## config.mk

```make
export PLATFORM = sky130hd
export DESIGN_NAME = writeDecoder
export DESIGN_NICKNAME = d
export VERILOG_FILES = /design/src/regWindowPkg.sv /design/src/writeDecoder.sv
export SDC_FILE = /design/constraint.sdc
export NUM_CORES = 1
export LEC_CHECK = 0
export BUFFER_PORTS_ARGS = -buffer_cell sky130_fd_sc_hd__buf_4
export CORE_MARGIN = 8
export CORE_UTILIZATION = 50
export DETAILED_ROUTE_END_ITERATION = 10
export PLACE_DENSITY = 0.85
export SLEW_MARGIN = 20
export SYNTH_ARGS = -nofsm -noshare
export SYNTH_HDL_FRONTEND = slang
export SYNTH_SLANG_ARGS = --single-unit
```

## constraint.sdc

```tcl
create_clock -name vclk -period 24.7
set_input_delay 2.47 -clock vclk [all_inputs]
set_output_delay 2.47 -clock vclk [all_outputs]
set_load 0.05 [all_outputs]
```

## src/regWindowPkg.sv

```systemverilog
`default_nettype none

package regWindowPkg;

	// Register word width
	parameter int DataWidth = 32;

	// Architectural view: globals, outs, locals, ins
	parameter int VisibleRegs = 32;
	parameter int GroupSize = 8;

	parameter int CwpWidth = 5;
	parameter int RegNumWidth = $clog2(VisibleRegs);
	parameter int OffsetWidth = $clog2(GroupSize);

	typedef logic [DataWidth-1:0] dataT;

	typedef logic [CwpWidth-1:0] cwpT;

	// Encoded to match the upper two bits of the register number
	typedef enum logic [1:0]
	{
		Global = 2'd0,
		Out = 2'd1,
		Local = 2'd2,
		In = 2'd3
	} regionT;

	typedef struct packed
	{
		logic load; // Load strobe
		logic [VisibleRegs-1:0] regSel; // One-hot register enable
		dataT data;
	} writeReqT;

	// Indexed by architectural register number
	typedef dataT [VisibleRegs-1:0] visibleRegsT;

	// Globals, two groups per window, and the ins of the top window
	function automatic int physRegCount(input int numWindows);
		int count;
		count = GroupSize;
		count = count + 2 * GroupSize * numWindows;
		count = count + GroupSize;
		return count;
	endfunction

endpackage

`default_nettype wire
```

## src/writeDecoder.sv

```systemverilog
`timescale 1ns/10ps
`default_nettype none

module writeDecoder #(
	parameter int NumWindows = 4,
	localparam int PhysIdxWidth = $clog2(regWindowPkg::physRegCount(NumWindows))
)
(
	input wire regWindowPkg::cwpT cwp,
	input wire regWindowPkg::writeReqT writeReq,
	output logic [PhysIdxWidth-1:0] physIndex,
	output logic physWrite,
	output logic windowFault
);

	localparam int GroupSize = regWindowPkg::GroupSize;
	localparam int RegNumWidth = regWindowPkg::RegNumWidth;
	localparam int OffsetWidth = regWindowPkg::OffsetWidth;
	localparam int CountWidth = $clog2(regWindowPkg::VisibleRegs + 1);

	logic [RegNumWidth-1:0] selNum;
	logic [CountWidth-1:0] selCount;
	logic oneHot;

	regWindowPkg::regionT region;
	logic [OffsetWidth-1:0] offset;
	int unsigned window;
	int unsigned base;

	// Encode the select and count its set bits
	always_comb
	begin
		selNum = '0;
		selCount = '0;
		for (int i = 0; i < regWindowPkg::VisibleRegs; i++)
		begin
			if (writeReq.regSel[i])
			begin
				selNum = RegNumWidth'(i);
				selCount = selCount + 1'b1;
			end
		end
	end

	assign oneHot = (selCount == CountWidth'(1));

	assign region = regWindowPkg::regionT'(selNum[RegNumWidth-1:OffsetWidth]);
	assign offset = selNum[OffsetWidth-1:0];

	assign windowFault = (cwp >= NumWindows);
	assign window = int'(cwp);

	// Each window advances two groups
	always_comb
	begin
		case (region)
			regWindowPkg::Global:
			begin
				base = 0;
			end
			regWindowPkg::Out:
			begin
				base = GroupSize + 2 * GroupSize * window;
			end
			regWindowPkg::Local:
			begin
				base = 2 * GroupSize + 2 * GroupSize * window;
			end
			default:
			begin
				base = 3 * GroupSize + 2 * GroupSize * window; // Outs of window + 1
			end
		endcase
	end

	assign physIndex = windowFault ? '0 : PhysIdxWidth'(base + offset);

	// No write on a bad window or a malformed select
	assign physWrite = writeReq.load & oneHot & ~windowFault;

endmodule

`default_nettype wire

```

==> impl_metrics.py <==
metrics = {
    "floorplan": {
        "dieWidth_um": 111,
        "ios": 79,
        "core_area_mm2": 0.00872,
        "die_y_um": 111,
        "die_area_mm2": 0.0123,
        "row_count": 34,
        "start_util_pct": 51.5,
    },
    "finish": {
        "register_area_um2": 0,
        "final_nets": 752,
        "final_cell_mix": "nand2_1, xnor2_1, nor2_1",
        "seq_cells": 0,
        "antenna_cells": 0,
        "layout-drive-gt1-share_pct": 14.8,
        "final_util_pct": 56.0,
        "layout_commonest_cell": "nand2_1",
        "fin_cells": 755,
        "areaGrowthSynthToFinish_pct": 8.87,
        "clkbuf_count": 0,
    },
    "timing": {
        "relSlewSlack_pct": 54.3,
        "rsz0062_at_grt": "no",
        "post-route-min-period_ns": 23.42,
        "clock.fmax_mhz": 42.7,
        "drv_slew": 0,
        "whs_ns": 5.40,
        "setup_viol": 0,
        "finalCritPeriodShare_pct": 94.8,
        "tightestPinTransition_ns": 0.681,
        "final.setup.tns_ns": 0,
        "hold_viol_final": 0,
    },
    "routing": {
        "vias": 4488,
        "ant_nets": 0,
        "drc": 0,
        "via_per_inst": 5.94,
        "finalWirelength_mm": 10.9,
        "drt_pre_antenna_iters": 5,
        "wl_per_cell_um": 14.4,
        "drtIter0Drc": 240,
    },
    "critical_path": {
        "cp_top_family": "adder cells",
        "critPathArrivalTime_ns": 20.95,
        "cp_max_fo": 6,
        "cp_num_cells": 103,
        "critical_path_class": "in -> out",
        "cp-end-kind": "primary output",
        "startpoint_type": "primary input",
        "crit_slowest_cell": "ha_1",
        "max_stage_delay_ns": 0.41,
        "crit_buf_inv": 9,
        "cp_common_cell": "ha_1",
        "crit_required_ns": 22.23,
    },
    "yosys": {
        "ys_types": 77,
        "syn-instance-count": 629,
        "ys_seq_area_share_pct": 0,
        "synth_area_mm2": 0.00449,
        "syn_nets": 732,
        "synth-warning-count": 0,
        "avgSynthCellArea_um2": 7.14,
    },
    "place": {
        "place_inst": 753,
        "port_buffers": 47,
        "gp_congestion": 0.847,
        "dp_hpwl_mm": 9.01,
    },
    "min_path": {
        "hold_depth": 4,
        "min_path_type": "in -> out",
    },
    "global_route": {
        "busiest_layer": "met2",
        "grt_pass1_vias": 4303,
        "grt_max_degree": 15,
        "gr-usage-met2_pct": 32.1,
        "grt_overflow": 0,
        "grt_pass1_wl_mm": 18.4,
        "globalRouteMet3Util_pct": 0.812,
        "grt_use_met1_pct": 19.0,
        "grt_usage_pct": 16.4,
        "antenna_found_initial": 0,
    },
    "outcome": {
        "run_status": "completed",
    },
    "run": {
        "maxCapViolCount": 0,
    },
    "clocking": {
        "holdBufCountCts": 0,
    },
}
-- cell families after synthesis --
logic type	Yosys count	synth area share [%]
AO/OA/AOI/OAI	148	21.7
adder cells (fa/ha/maj)	34	9.42
buffers and inverters	70	6.02
multiplexers	17	3.96
AND/OR/NAND/NOR	235	26.3
XOR/XNOR	125	32.6
-- per-layer routing --
metal / vias to the layer above / part of all wire [%] / wire, um
met5: - / 0 / 0
met4: 0 / 1.5 / 165
met3: 14 / 3.0 / 328
met2: 87 / 52 / 5630
met1: 2126 / 44 / 4760
li1: 2261 / - / -
-- area by class of cell --
cell class                      count  area, um^2
Multi-Input combinational cell    559        4240
Fill cell                         814        3830
Timing Repair Buffer               49         368
Inverter                           39         146
Tap cell                          108         135
-- final timing paths --
check	startpoint	slack, ns	to
worst max-delay path	writeReq[33]	1.28	physWrite
worst min-delay path	writeReq[63]	5.40	physIndex[0]
-- through the flow --
| step | setup WS, ns | cell area (um^2) |
|---|---|---|
| 3_3_place_gp | 1.47 | 4850 |
| 3_5_place_dp | 0.748 | 4850 |
| 5_1_grt | 0.0229 | 4890 |
| 2_1_floorplan | 2.76 | 4490 |
| 4_1_cts | 0.670 | 4850 |
| 6_report | 1.28 | 4890 |
-- cell usage after synthesis, types with 3 or more instances --
cell type	n	area share (%)
a211oi_1	6	1.0
a21o_1	3	0.50
a21oi_1	35	3.9
a22oi_1	4	0.67
a31oi_1	7	0.98
and2_1	8	1.1
and3_1	8	1.1
buf_2	6	0.67
clkbuf_1	25	2.1
ha_1	33	9.2
inv_1	35	2.9
inv_2	4	0.33
mux2_2	6	1.5
mux2i_1	11	2.5
nand2_1	74	6.2
nand2b_1	8	1.1
nand3_1	18	2.0
nand3b_1	7	1.2
nand4_1	8	1.1
nor2_1	56	4.7
nor2b_1	6	0.84
nor3_1	10	1.1
nor3b_1	7	1.2
nor4_1	7	0.98
o211ai_1	6	1.0
o21a_1	6	1.0
o21ai_0	29	3.2
o21bai_1	4	0.67
o22ai_1	7	0.98
o31ai_1	10	1.7
o32ai_1	3	0.59
xnor2_1	61	12
xnor2_2	9	3.3
xnor2_4	3	1.8
xnor3_1	11	5.5
xnor3_2	3	1.6
xor2_1	33	6.4
xor2_2	4	1.4
-- what timing repair did --
| action | in CTS | in global routing |
|---|---|---|
| setup buffers | 0 | 2 |
| gates resized for setup | 0 | 6 |
| endpoints found under the setup margin | 0 | 1 |
Power is not shown: default switching activity piles up to over one toggle a cycle in this logic, so the estimate is an artifact.
